<file path="config.mk">
export PLATFORM = sky130hd
export DESIGN_NAME = fsab_outbound
export DESIGN_NICKNAME = d
export VERILOG_FILES = /design/src/design/fsab_mem_pkg.sv /design/src/design/sync_fifo.sv /design/src/design/fsab_outbound.sv
export SDC_FILE = /design/constraint.sdc
export NUM_CORES = 1
export LEC_CHECK = 0
export BUFFER_PORTS_ARGS = -buffer_cell sky130_fd_sc_hd__buf_2
export CAP_MARGIN = 20
export CORE_ASPECT_RATIO = 1.5
export CORE_MARGIN = 8
export CORE_UTILIZATION = 24
export DETAILED_ROUTE_END_ITERATION = 16
export PLACE_DENSITY = 0.42
export SYNTH_ARGS = -nofsm -noshare
export SYNTH_HDL_FRONTEND = slang
export SYNTH_SLANG_ARGS = --single-unit
</file>
<file path="constraint.sdc">
create_clock -name clk0_tb -period 7.51 [get_ports clk0_tb]
set_input_delay 1.1265 -clock clk0_tb [delete_from_list [all_inputs] [get_ports clk0_tb]]
set_output_delay 1.1265 -clock clk0_tb [all_outputs]
set_load 0.005 [all_outputs]
</file>
<file path="src/design/fsab_mem_pkg.sv">
package fsab_mem_pkg;

	localparam int DATA_W     = 32;	// One bus beat
	localparam int MASK_W     = 4;
	localparam int WORD_W     = 64;	// Two beats per memory word
	localparam int WMASK_W    = 8;
	localparam int ADDR_W     = 32;	// Byte address
	localparam int DID_W      = 4;
	localparam int LEN_W      = 4;
	localparam int WORD_BYTES = 8;

	// Request kind on the host bus
	typedef enum logic {
		FSAB_READ,
		FSAB_WRITE
	} fsab_mode_e;

	typedef enum logic {
		MEM_READ,
		MEM_WRITE
	} mem_cmd_e;

	// Width of a counter that must hold 0..n
	function automatic int cnt_w(input int n);
		return $clog2(n + 1);
	endfunction

	function automatic int idx_w(input int n);
		return (n > 1) ? $clog2(n) : 1;	// Index into n entries
	endfunction

endpackage

</file>
<file path="src/design/sync_fifo.sv">
`timescale 1ns/100ps

module sync_fifo import fsab_mem_pkg::*; #(
	parameter int WIDTH = 8,
	parameter int DEPTH = 4
) (
	input  logic                      clk0_tb,
	input  logic                      rst0_tb,
	input  logic                      push,
	input  logic [WIDTH-1:0]          wdata,
	input  logic                      pop,
	output logic [WIDTH-1:0]          rdata,
	output logic                      empty,
	output logic [cnt_w(DEPTH)-1:0]   count
);
	localparam int PW = idx_w(DEPTH);

	logic [WIDTH-1:0] mem [DEPTH];
	logic [PW-1:0]    wptr;
	logic [PW-1:0]    rptr;

	function automatic logic [PW-1:0] bump(input logic [PW-1:0] p);
		return (p == PW'(DEPTH - 1)) ? '0 : p + 1'b1;	// Wrap at DEPTH
	endfunction

	assign empty = (count == '0);

	always_ff @(posedge clk0_tb or posedge rst0_tb) begin
		if (rst0_tb) begin
			wptr  <= '0;
			rptr  <= '0;
			count <= '0;
		end else begin
			if (push) wptr <= bump(wptr);
			if (pop) rptr <= bump(rptr);
			if (push && !pop) count <= count + 1'b1;
			else if (pop && !push) count <= count - 1'b1;
		end
	end

	always_ff @(posedge clk0_tb) begin
		if (push) mem[wptr] <= wdata;
		if (pop) rdata <= mem[rptr];	// Valid the cycle after pop
	end

endmodule

</file>
<file path="src/design/fsab_outbound.sv">
`timescale 1ns/100ps

module fsab_outbound import fsab_mem_pkg::*; #(
	parameter int RESP_SLOTS = 2,
	parameter int LEN_MAX    = 8
) (
	input  logic              clk0_tb,
	input  logic              rst0_tb,
	input  logic              hdr_push,
	input  logic [DID_W-1:0]  hdr_did,
	input  logic [DID_W-1:0]  hdr_subdid,
	input  logic [LEN_W-1:0]  hdr_len,
	input  logic              rd_valid,
	input  logic [WORD_W-1:0] rd_data,
	output logic              fsabi_valid,
	output logic [DID_W-1:0]  fsabi_did,
	output logic [DID_W-1:0]  fsabi_subdid,
	output logic [DATA_W-1:0] fsabi_data,
	output logic              resp_done
);
	localparam int HW     = 2 * DID_W + LEN_W;
	localparam int WDEPTH = RESP_SLOTS * LEN_MAX / 2;
	localparam int CW     = cnt_w(WDEPTH);

	typedef enum logic [1:0] {O_IDLE, O_WAIT, O_SEND} ostate_e;

	ostate_e          state;
	logic             hdr_pop;
	logic             hdr_empty;
	logic [HW-1:0]    hdr_rdata;
	logic [LEN_W-1:0] resp_len;
	logic             word_pop;
	logic [WORD_W-1:0] word_rdata;
	logic [CW-1:0]    word_cnt;
	logic             words_ready;
	logic [LEN_W-1:0] beats_left;
	logic             hi_half;

	sync_fifo #(.WIDTH(HW), .DEPTH(RESP_SLOTS)) i_hdr_fifo (
		.clk0_tb (clk0_tb),
		.rst0_tb (rst0_tb),
		.push    (hdr_push),
		.wdata   ({hdr_did, hdr_subdid, hdr_len}),
		.pop     (hdr_pop),
		.rdata   (hdr_rdata),
		.empty   (hdr_empty),
		.count   ()
	);

	sync_fifo #(.WIDTH(WORD_W), .DEPTH(WDEPTH)) i_word_fifo (
		.clk0_tb (clk0_tb),
		.rst0_tb (rst0_tb),
		.push    (rd_valid),
		.wdata   (rd_data),
		.pop     (word_pop),
		.rdata   (word_rdata),
		.empty   (),
		.count   (word_cnt)
	);

	assign {fsabi_did, fsabi_subdid, resp_len} = hdr_rdata;	// Held until next header pop
	assign words_ready = (word_cnt >= CW'(resp_len >> 1));	// Whole response buffered

	assign hdr_pop  = (state == O_IDLE) && !hdr_empty;
	assign word_pop = ((state == O_WAIT) && words_ready) ||
	                  ((state == O_SEND) && hi_half && (beats_left > LEN_W'(2)));

	assign fsabi_valid = (state == O_SEND);
	assign fsabi_data  = hi_half ? word_rdata[WORD_W-1 -: DATA_W] : word_rdata[DATA_W-1:0];
	assign resp_done   = (state == O_SEND) && (beats_left == LEN_W'(1));

	always_ff @(posedge clk0_tb or posedge rst0_tb) begin
		if (rst0_tb) begin
			state      <= O_IDLE;
			beats_left <= '0;
			hi_half    <= 1'b0;
		end else begin
			case (state)
				O_IDLE: if (hdr_pop) state <= O_WAIT;
				O_WAIT: begin
					if (words_ready) begin
						state      <= O_SEND;
						beats_left <= resp_len;
						hi_half    <= 1'b0;
					end
				end
				O_SEND: begin
					hi_half    <= !hi_half;
					beats_left <= beats_left - 1'b1;
					if (resp_done) state <= O_IDLE;
				end
				default: state <= O_IDLE;
			endcase
		end
	end

endmodule

</file>
---- Word level (Yosys, flattened, before mapping) ----
Memories as Yosys holds them, arrays and structs flattened. A register that Yosys moved wholly into a read port is not among the register bits.
Index checks and enable logic that the tools add are counted.
W data, S select, Z words.
storage, ports and cells
  register bits ........................... 21
  bits in writable memories ............... 536
  output and inout port bits .............. 42
  word-level logic and storage cells ...... 74
  bits of input ports ..................... 80
  memories ................................ 2
cells by class
  mux-type cells .......................... 21
  $lt $le $gt $ge ......................... 2
  reduce and logical (&&, ||, !) cells .... 23
  add/sub/neg operators ................... 9
  equal/unequal tests ..................... 8
memory list
  memory           depth  bits a word  read ports  clocked after Yosys merged registers in  write ports  RTL line         source
  i_word_fifo.mem  8      64           1           1                                        1            sync_fifo.sv:18  logic [WIDTH-1:0] mem [DEPTH];
  i_hdr_fifo.mem   2      12           1           1                                        1            sync_fifo.sv:18
operators with widths
  kind                   number
  $mux W32               1
  $mux W4                3
  $mux W2                5
  $logic_and A1 B1 Y1    9
  $pmux W4 S2            1
  $sub A4 B1 Y4 const B  2
  $mux W1                7
  $add A3 B1 Y3 const B  2
  $eq A3 B3 Y1 const B   2
  $logic_not A1 Y1       6
  $mux W3                2
  $pmux W2 S3            1
  $reduce_bool A2 Y1     3
  $add A4 B1 Y4 const B  1
  $eq A4 B1 Y1 const B   1
  $ge A4 B3 Y1           1
  $gt A4 B2 Y1 const B   1
  $logic_not A2 Y1       2
  $ne A2 B1 Y1 const B   2
  $reduce_and A3 Y1      1
  $add A1 B1 Y1 const B  2
  $add A2 B1 Y2 const B  1
  $eq A2 B1 Y1 const B   1
  $eq A2 B2 Y1 const B   1
  5 further kinds        5

---- Longest topological paths before layout ----
Gate-level depths: netlist (run 1).
  depth in word-level cells ............... 7
  gate-level depth with buffers ........... 12
  depth with buffers taken out ............ 12

---- By module ----
Synthesis (run 1) repeated with hierarchy kept, for this count alone.
unflattened totals
  cells, all modules ...................... 1034
  area total of the unflattened synthesis .. 24180.7 um^2
by module, submodules not included
  module                    cells an instance  area each (um^2)  sequential area each (um^2)  times used
  sync_fifo at i_word_fifo  869                21759.6           17546.8                      1
  sync_fifo at i_hdr_fifo   65                 1445.1            1181.1                       1
  fsab_outbound             100                975.9             175.2                        1

---- Least setup slack after synthesis (run 1) ----
Ideal clock, no wire load.
  path kind ............................... input to register
  from .................................... input port rd_valid
  to ...................................... memory i_word_fifo.mem[2][0] in the netlist's numbering (enable)
  path buffers ............................ 0
  slack ................................... 1.379 ns
  data required time ...................... 6.945 ns
  arrival time ............................ 5.566 ns
  stages on the path ...................... 2
  cells stage by stage .................... nand2_1 -> nor3_1
on the way
  word-level cells in the longest chain between the ends .. 2
RTL lines
  element                        RTL line             source
  from (decl)                    fsab_outbound.sv:13  input logic rd_valid,
  $mux W1                        sync_fifo.sv:42      if (push) mem[wptr] <= wdata;
  $mux W1 (not written as such)  sync_fifo.sv:42
  to (decl)                      sync_fifo.sv:18
Every way passes these cells.

---- Worst setup path in the final report (run 1) ----
  from .................................... register hi_half
  to ...................................... output port fsabi_data[19]
on the way
  word-level cells in the longest chain between the ends .. 1
RTL lines
  element                 RTL line             source
  from (decl)             fsab_outbound.sv:37  logic hi_half;
  from (signal assigned)  fsab_outbound.sv:88  hi_half <= !hi_half;
  $mux W32                fsab_outbound.sv:69  assign fsabi_data = hi_half ? word_rdata[WORD_W-1 -: DATA_W] : word_rdata[DATA_W-1:0];
  to (decl)               fsab_outbound.sv:18  output logic [DATA_W-1:0] fsabi_data,
Every way passes these cells.

==> run summary, run 1 <==
Worst Clk Skew: 29.8 ps
Power Total: 11.3 mW
die width: 275 um
HP Class: input pin to asynchronous set/reset pin
DRC violations left: 0
input/output buffers: 121
initial drt markers: 774
pre-CTS setup slack: 3930 ps
# Post-CTS Setup Buffers: 0
post-cts resize count: 0
DR vias: 10500
share of flip-flops with an asynchronous set or reset: 3.32%
routed len/inst: 22.9 um
height of the die: 404 um
Worst Setup End Kind: output port
RSZ-0062 raised after global routing: false
Synth top area share: 76.4%
Via density: 4.16
outcome: completed
Setup CP Type: flip-flop to output port
gpl congestion: 0.668
first-pass detailed-route iteration total: 4
TritonCTS clock tree: done
Distinct cells, synth: 38
CP max-delay cell: buf_4
most common cell after layout, fill and taps aside: edfxtp_1
CTS max path bufs: 3
Worst-Skew Late Latency: 620 ps
share of cells above drive strength 1: 39.3%
fin crit share: 43.5%
Post-Syn Nets: 1124
CTS sink count: 633
CP Launch Type: flip-flop
#FFs+latches synth: 633
final core occ: 28.4%
GR Overflow Total: 0
Synth-to-Final Area Change: 17.6%
starting density of the core: 24.1%
final hold vios: 0
Synth Warn #: 0
R2R depth: 12
# IOs: 122
initial antenna violation count: 23
Max-cap violations: 0
final worst slack: 4240 ps
R2R setup slack: 4460 ps
H-tree depth: 3
highest clock rate: 0.306 GHz
die area: 111000 um^2
TNS Setup: 0 ps
Critical path origin: hi_half
Synth Flop Type: edfxtp_1
Root Driver: clkbuf_16
hold_buf cts: 0
Final HPWL DP: 32900 um
number of global-route vias before repair: 11800
headroom to the max-slew limit: 26.0%
CTS buffer count: 66
WP data required: 6380 ps
Cell Chain, Critical Path: buf_4 -> mux2_2 -> buf_2
post-route ant nets: 0
largest area contributor in the netlist: edfxtp_1
power per cell area: 400 nW/um^2
fin nets: 1281
Worst Path Arrival: 2140 ps
Area contributors post-synth: edfxtp_1 (76%), mux4_2 (12%), mux2_2 (5.2%)
Routed WL: 57900 um
synthesized area: 24100 um^2
reg-to-reg startpoint: i_hdr_fifo.rdata[3]
worst reg2reg path endpoint: i_word_fifo.count[3]
EDFF count, synth: 612
first-pass GRT wire length: 84100 um
peak supply drop: 0.268 mV
Clock Pin Slew Worst Setup and Hold Paths: 60 ps
most frequent cells in the layout: edfxtp_1 (612), mux4_2 (128), buf_2 (121)
Tot GR Track Use: 10.5%
measured slew at the worst slew-check pin: 1110 ps
Crit path largest cell delay: 550 ps
final slew viol count: 0
largest fanout on the critical path: 34
post-route minimum period: 3270 ps
Lkg Pwr: 9.03 nW
Setup Viol. Count Final: 0
CORE AREA: 99700 um^2
FP Rows: 142
syn avg cell area: 23.4 um^2
sequential share of the synthesized area: 78.5%
largest net degree at the start of global routing: 95
Cells after Synth: 1029
## power breakdown
part | internal [mW] | switching (mW) | total, mW
clock | 1.80 | 1.38 | 3.17
sequential | 4.80 | 0.397 | 5.19
combinational | 1.42 | 1.53 | 2.95
total | 8.01 | 3.30 | 11.3
## worst max-delay path by stage
stage | endpoint | slack (ps)
2_1_floorplan | i_word_fifo.mem[2][0] | 1380
3_3_place_gp | i_word_fifo.mem[7][49] | 3930
3_5_place_dp | i_word_fifo.mem[7][60] | 3930
4_1_cts | fsabi_data[15] | 4120
5_1_grt | i_word_fifo.count[3] | 4140
6_report | fsabi_data[19] | 4240
## per-layer routing
| metal | vias up | wire [um] | GRT usage, % |
|---|---|---|---|
| met3 | 101 | 2580 | 2.48 |
| met4 | 12 | 1300 | 3.54 |
| met1 | 5610 | 22700 | 11.9 |
| met2 | 210 | 31200 | 19.2 |
| met5 | - | 78 | 0 |
| li1 | 4588 | - | - |
## registers in the layout, summed over array words and instances, names as in the netlist
signal and cells:
i_word_fifo.count 4, i_hdr_fifo.count 2, state 2, i_word_fifo.rdata 64, i_word_fifo.wptr 3, beats_left 4, i_word_fifo.rptr 3, hi_half 1
i_hdr_fifo.wptr 1, i_hdr_fifo.mem 24, i_hdr_fifo.rdata 12, i_word_fifo.mem 512, i_hdr_fifo.rptr 1
## cell usage after synthesis (8+ instances only)
cell type and number:
buf_1 8, buf_4 8, buf_6 11, clkbuf_1 17, dfrtp_1 21, edfxtp_1 612, ha_1 14, inv_1 12
mux2_2 112, mux4_2 128, nand2_1 11, nor2_1 14
## layout make-up
class | instances | area (um^2)
fill | 9742 | 71400
sequential | 633 | 18900
multi-input combinational | 334 | 4870
clock buffer | 87 | 1830
tap | 1296 | 1620
timing repair buffer | 139 | 773
clock inverter | 28 | 243
inverter | 12 | 46.3
antenna | 1 | 2.50
## stage by stage
stage	area, um^2	cells	hold slack, ps
after floorplan	24100	1029	436
after global placement	26200	2413	454
after detailed placement	26200	2413	465
after CTS	28300	2528	476
after global routing	28300	2529	386
final	28300	2530	413
## kinds of logic (layout without fill, tap and decap cells)
group,Yosys count,count (layout),share of synthesized area (%)
flip-flops,633,633,78.5
multiplexers,244,244,17.4
buffers and inverters,62,266,1.47
AND/OR/NAND/NOR,42,42,0.811
AO/OA/AOI/OAI,25,25,0.681
adder cells (fa/ha/maj),15,15,0.811
XOR/XNOR,8,8,0.291
other,0,1,0
## worst max-delay path: cells and delay by family, from the launching register on
kind / cells / cell delay, ps
buf+inv: 2 / 700
mux: 1 / 460
flops: 1 / 330
No activity file was read; power rests on OpenSTA's default activity.
==> run 2, diff against run 1 <==
PLACE_DENSITY = 0.43   (was 0.42)
clock period = 2.8 ns   (was 7.51 ns; I/O delays follow)
==> run summary, run 2 (synthesized netlist as in run 1, its figures left out) <==
Routed WL: 58200 um
WP data required: 3280 ps
CORE AREA: 99700 um^2
gpl congestion: 0.696
Final HPWL DP: 33900 um
H-tree depth: 3
RSZ-0062 raised after global routing: false
CTS buffer count: 68
initial antenna violation count: 23
Root Driver: clkbuf_16
CP Launch Type: flip-flop
height of the die: 404 um
Regs by FF count: i_word_fifo.mem (512), i_word_fifo.rdata (64), i_hdr_fifo.mem (24)
most common cell after layout, fill and taps aside: edfxtp_1
fin crit share: 90.1%
Crit path largest cell delay: 370 ps
share of cells above drive strength 1: 39.6%
Int Power: 21.8 mW
Setup Viol. Count Final: 0
Max-cap violations: 0
Lkg Pwr: 9.24 nW
Via density: 4.21
most frequent cells in the layout: edfxtp_1 (612), mux4_2 (128), buf_2 (121)
met3 wire length: 2790 um
largest fanout on the critical path: 5
CP Buf/Inv Count: 2
TritonCTS clock tree: done
placed insts: 2436
DRC violations left: 0
power per cell area: 1070 nW/um^2
met2 routed WL: 30200 um
Clock Power Share: 27.1%
final hold vios: 0
Setup CP Type: flip-flop to flip-flop
number of flip-flops in the largest register: 512
Cell Chain, Critical Path: inv_1 -> ha_1 -> a211oi_2 -> o21ai_2 -> a21oi_4 -> ha_1 -> inv_1 -> ha_1 -> a21oi_1 -> and3_1 -> o21bai_1 -> xnor2_1
highest clock rate: 0.396 GHz
Final Non-Filler Cells: 2572
starting density of the core: 24.1%
input/output buffers: 121
HP Class: input pin to asynchronous set/reset pin
largest net degree at the start of global routing: 59
Worst Setup End Kind: flip-flop
measured slew at the worst slew-check pin: 840 ps
GR Overflow Total: 0
Worst path top cell family by delay: compound AO/OA/AOI/OAI gates
Clock Pin Slew Worst Setup and Hold Paths: 60 ps
outcome: completed
multi-input logic area: 4900 um^2
post-route minimum period: 2520 ps
headroom to the max-slew limit: 44.0%
die width: 275 um
Worst Clk Skew: 20.5 ps
die area: 111000 um^2
CTS sink count: 633
# IOs: 122
Worst-Skew Late Latency: 600 ps
TNS Setup: 0 ps
most used cell, CP: ha_1
largest register by flop count: i_word_fifo.mem
# Post-CTS Setup Buffers: 0
Net Switching: 8.93 mW
peak supply drop: 0.644 mV
Combinational Power Share: 28.1%
highest routed metal layer: met5
Synth-to-Final Area Change: 19.6%
final slew viol count: 0
number of global-route vias before repair: 11900
Worst Path Arrival: 3010 ps
first-pass detailed-route iteration total: 4
CP max-delay cell: edfxtp_1
wl on met1: 24100 um
Tot GR Track Use: 10.5%
FF+latch area: 18900 um^2
FP Rows: 142
DR vias: 10800
initial drt markers: 665
Sw Ratio: 29.1%
first-pass GRT wire length: 84500 um
fin nets: 1317
CTS max path bufs: 3
Fillers: 9736
routed len/inst: 22.6 um
post-route ant nets: 0
Flop pwr share: 44.8%
[run 2: cell types whose count changed in the layout (fill, tap and decap cells not counted), sizes merged]
cell / change
buf: +22
dlygate4sd3: +12
clkbuf: +1
clkinvlp: -1
bufinv: -1
diode: +2
clkinv: +7
[run 2: power by group through the flow]
stage	Sequential (mW)	Clock (mW)	Combinational (mW)
CTS	13.8	8.61	9.01
global placement	14.0	0	8.89
detailed placement	14.0	0	8.95
finish	13.8	8.31	8.63
floorplan	13.5	0	6.01
global route	14.0	8.94	9.44
[run 2: per-layer routing]
layer	vias to the layer above	GRT usage (%)
met1	5789	12.6
met4	8	3.04
li1	4683	-
met2	241	18.8
met3	105	2.18
met5	-	0
[run 2: through the flow]
step | cell area (um^2) | worst slack (ps) | util, % | power (mW) | hold WS [ps]
after floorplan | 24100 | -986 | - | 19.5 | 397
after global placement | 26600 | 236 | 26.7 | 22.9 | 456
after detailed placement | 26600 | 188 | 26.7 | 23.0 | 468
after CTS | 28800 | 171 | 28.9 | 31.5 | 5.17
after global routing | 28800 | 52.4 | 28.9 | 32.4 | 47.5
final | 28800 | 276 | 28.9 | 30.7 | 5.73
[run 2: repair_timing]
action,in CTS,in global routing
gates resized for setup,0,1
endpoints found under the setup margin,0,1
hold buffers,12,0
hold endpoints to repair,24,0
[run 2: final cells by class]
type                    count  share of cell area (%)
diodes                      3                  0.0261
clock buffers              88                    6.32
clock inverters            33                   0.704
inverters                  12                   0.170
multi-input cells         334                    17.0
flip-flops and latches    633                    65.7
well taps                1296                    5.63
repair buffers            173                    4.43
[run 2: worst paths after layout]
path,from,to,slack [ps],depth (start not counted)
setup / recovery,i_hdr_fifo.rdata[3],i_word_fifo.count[3],280,12
hold / removal,rst0_tb,i_word_fifo.count[0],6,2
setup reg to reg,i_hdr_fifo.rdata[3],i_word_fifo.count[3],280,12
hold reg to reg,i_hdr_fifo.count[1],i_hdr_fifo.count[1],480,1
max in group asynchronous,rst0_tb,i_word_fifo.rptr[2],2180,2
min in group clk0_tb,hdr_push,i_hdr_fifo.wptr,60,2
==> run 3, diff against run 2 <==
CORE_UTILIZATION = 45   (was 24)
PLACE_DENSITY = 0.68   (was 0.43)
==> run summary, run 3 (synthesized netlist as in run 1, its figures left out) <==
post-route minimum period: 2540 ps
final core occ: 52.2%
number of flip-flops in the largest register: 512
CP Buf/Inv Count: 2
CTS sink count: 633
H-tree depth: 2
peak supply drop: 0.722 mV
Via density: 5.50
Clock Pin Slew Worst Setup and Hold Paths: 60 ps
power per cell area: 1070 nW/um^2
RSZ-0062 raised after global routing: false
Worst path top cell family by delay: buffers and inverters
GR Overflow Total: 0
WP data required: 2380 ps
CORE AREA: 53200 um^2
share of cells above drive strength 1: 39.9%
# IOs: 122
Root Driver: clkbuf_16
routed len/inst: 25.0 um
Worst Setup End Kind: output port
Worst-Skew Late Latency: 610 ps
CTS max path bufs: 3
largest fanout on the critical path: 33
fin crit share: 90.8%
initial drt markers: 800
Final HPWL DP: 27400 um
Crit path largest cell delay: 510 ps
Setup Viol. Count Final: 0
final slew viol count: 0
Synth-to-Final Area Change: 15.4%
highest clock rate: 0.393 GHz
CP max-delay cell: buf_4
final hold vios: 2
Routed WL: 48200 um
Worst Clk Skew: 24.3 ps
input/output buffers: 121
first-pass GRT wire length: 72900 um
starting density of the core: 45.2%
die area: 61300 um^2
worst hold slack: -1.90 ps
Setup CP Type: flip-flop to output port
Tot GR Track Use: 15.9%
FP Rows: 104
die width: 205 um
largest net degree at the start of global routing: 65
CP Launch Type: flip-flop
post-route ant nets: 0
largest register by flop count: i_word_fifo.mem
outcome: complete, but fails checks
height of the die: 299 um
initial antenna violation count: 11
Lkg Pwr: 9.09 nW
most common cell after layout, fill and taps aside: edfxtp_1
TritonCTS clock tree: done
Fillers: 4036
Cell Chain, Critical Path: buf_4 -> mux2_2 -> buf_2
headroom to the max-slew limit: 41.9%
measured slew at the worst slew-check pin: 870 ps
CTS buffer count: 56
Regs by FF count: i_word_fifo.mem (512), i_word_fifo.rdata (64), i_hdr_fifo.mem (24)
most frequent cells in the layout: edfxtp_1 (612), mux4_2 (128), buf_2 (121)
HP Class: input pin to asynchronous set/reset pin
failing checks: hold timing
fin nets: 1291
DR vias: 10600
Max-cap violations: 0
DRC violations left: 0
number of global-route vias before repair: 11500
first-pass detailed-route iteration total: 6
gpl congestion: 0.727
Worst Path Arrival: 2120 ps
Power Total: 29.8 mW
[run 3: cell types whose count changed in the layout (fill, tap and decap cells not counted), sizes merged]
cell and change:
clkinvlp +1, inv -4, dlygate4sd3 -5, clkinv -5, bufinv +7, clkbuf -20
buf -9
[run 3: worst register-to-register path, stage by stage, from the launching register on]
cell and delay (ps):
edfxtp_1 370, inv_1 130, ha_4 230, a211oi_4 280, o21ai_4 140, a21oi_4 180, ha_1 170, inv_1 110
ha_4 310, nand3_1 90, and3_1 200, o21bai_2 150, xnor2_1 120
[run 3: what timing repair did]
item                       in CTS  in global routing
setup endpoints to repair       0                  1
setup buffers                   0                  1
gates resized for setup         0                  8
hold buffers                    7                  0
hold endpoints to repair       13                  0
[run 3: through the flow]
step	TNS [ps]	instance area, um^2	hold slack, ps	worst slack [ps]	instances
2_1_floorplan	-338820	24100	397	-986	1029
3_5_place_dp	0	25700	457	130	1819
4_1_cts	0	27700	2.50	126	1926
3_3_place_gp	0	25700	452	199	1819
6_report	0	27800	-1.90	258	1930
5_1_grt	0	27800	10.9	38.0	1928
[run 3: final timing paths]
path | start | end | slack, ps | depth (start not counted)
max in group asynchronous | rst0_tb | i_word_fifo.rptr[2] | 2160 | 2
worst min-delay path | rst0_tb | i_hdr_fifo.count[0] | -2 | 2
worst max-delay path | hi_half | fsabi_data[19] | 260 | 3
worst min register to register | i_hdr_fifo.count[1] | i_hdr_fifo.count[1] | 470 | 1
worst max register to register | i_hdr_fifo.rdata[3] | i_word_fifo.count[3] | 260 | 12
min in group clk0_tb | hdr_len[3] | i_hdr_fifo.mem[0][3] | 30 | 1
[run 3: metal layers]
metal  up-vias  share of wire, %  track usage, %  routed length [um]
met5         -             0.027               0                  13
met4         2               2.4            4.60                1150
met3        81               4.9            2.83                2340
met1      5630                39            19.4               18600
met2       272                54            28.5               26100
li1       4622                 -               -                   -
[run 3: layout make-up]
class | count | area [um^2] | share of cell area [%]
Timing Repair Buffer | 159 | 1110 | 3.99
Inverter | 12 | 48.8 | 0.176
Tap cell | 689 | 862 | 3.10
Clock inverter | 32 | 393 | 1.41
Clock buffer | 68 | 1490 | 5.36
Multi-Input combinational cell | 334 | 4950 | 17.8
Sequential cell | 633 | 18900 | 68.1
Antenna cell | 3 | 7.51 | 0.0270
[run 3: power breakdown]
part	leakage (nW)	switching, mW	internal [mW]
sequential	5.83	0.934	12.8
combinational	2.34	4.06	4.18
clock	0.914	3.28	4.51
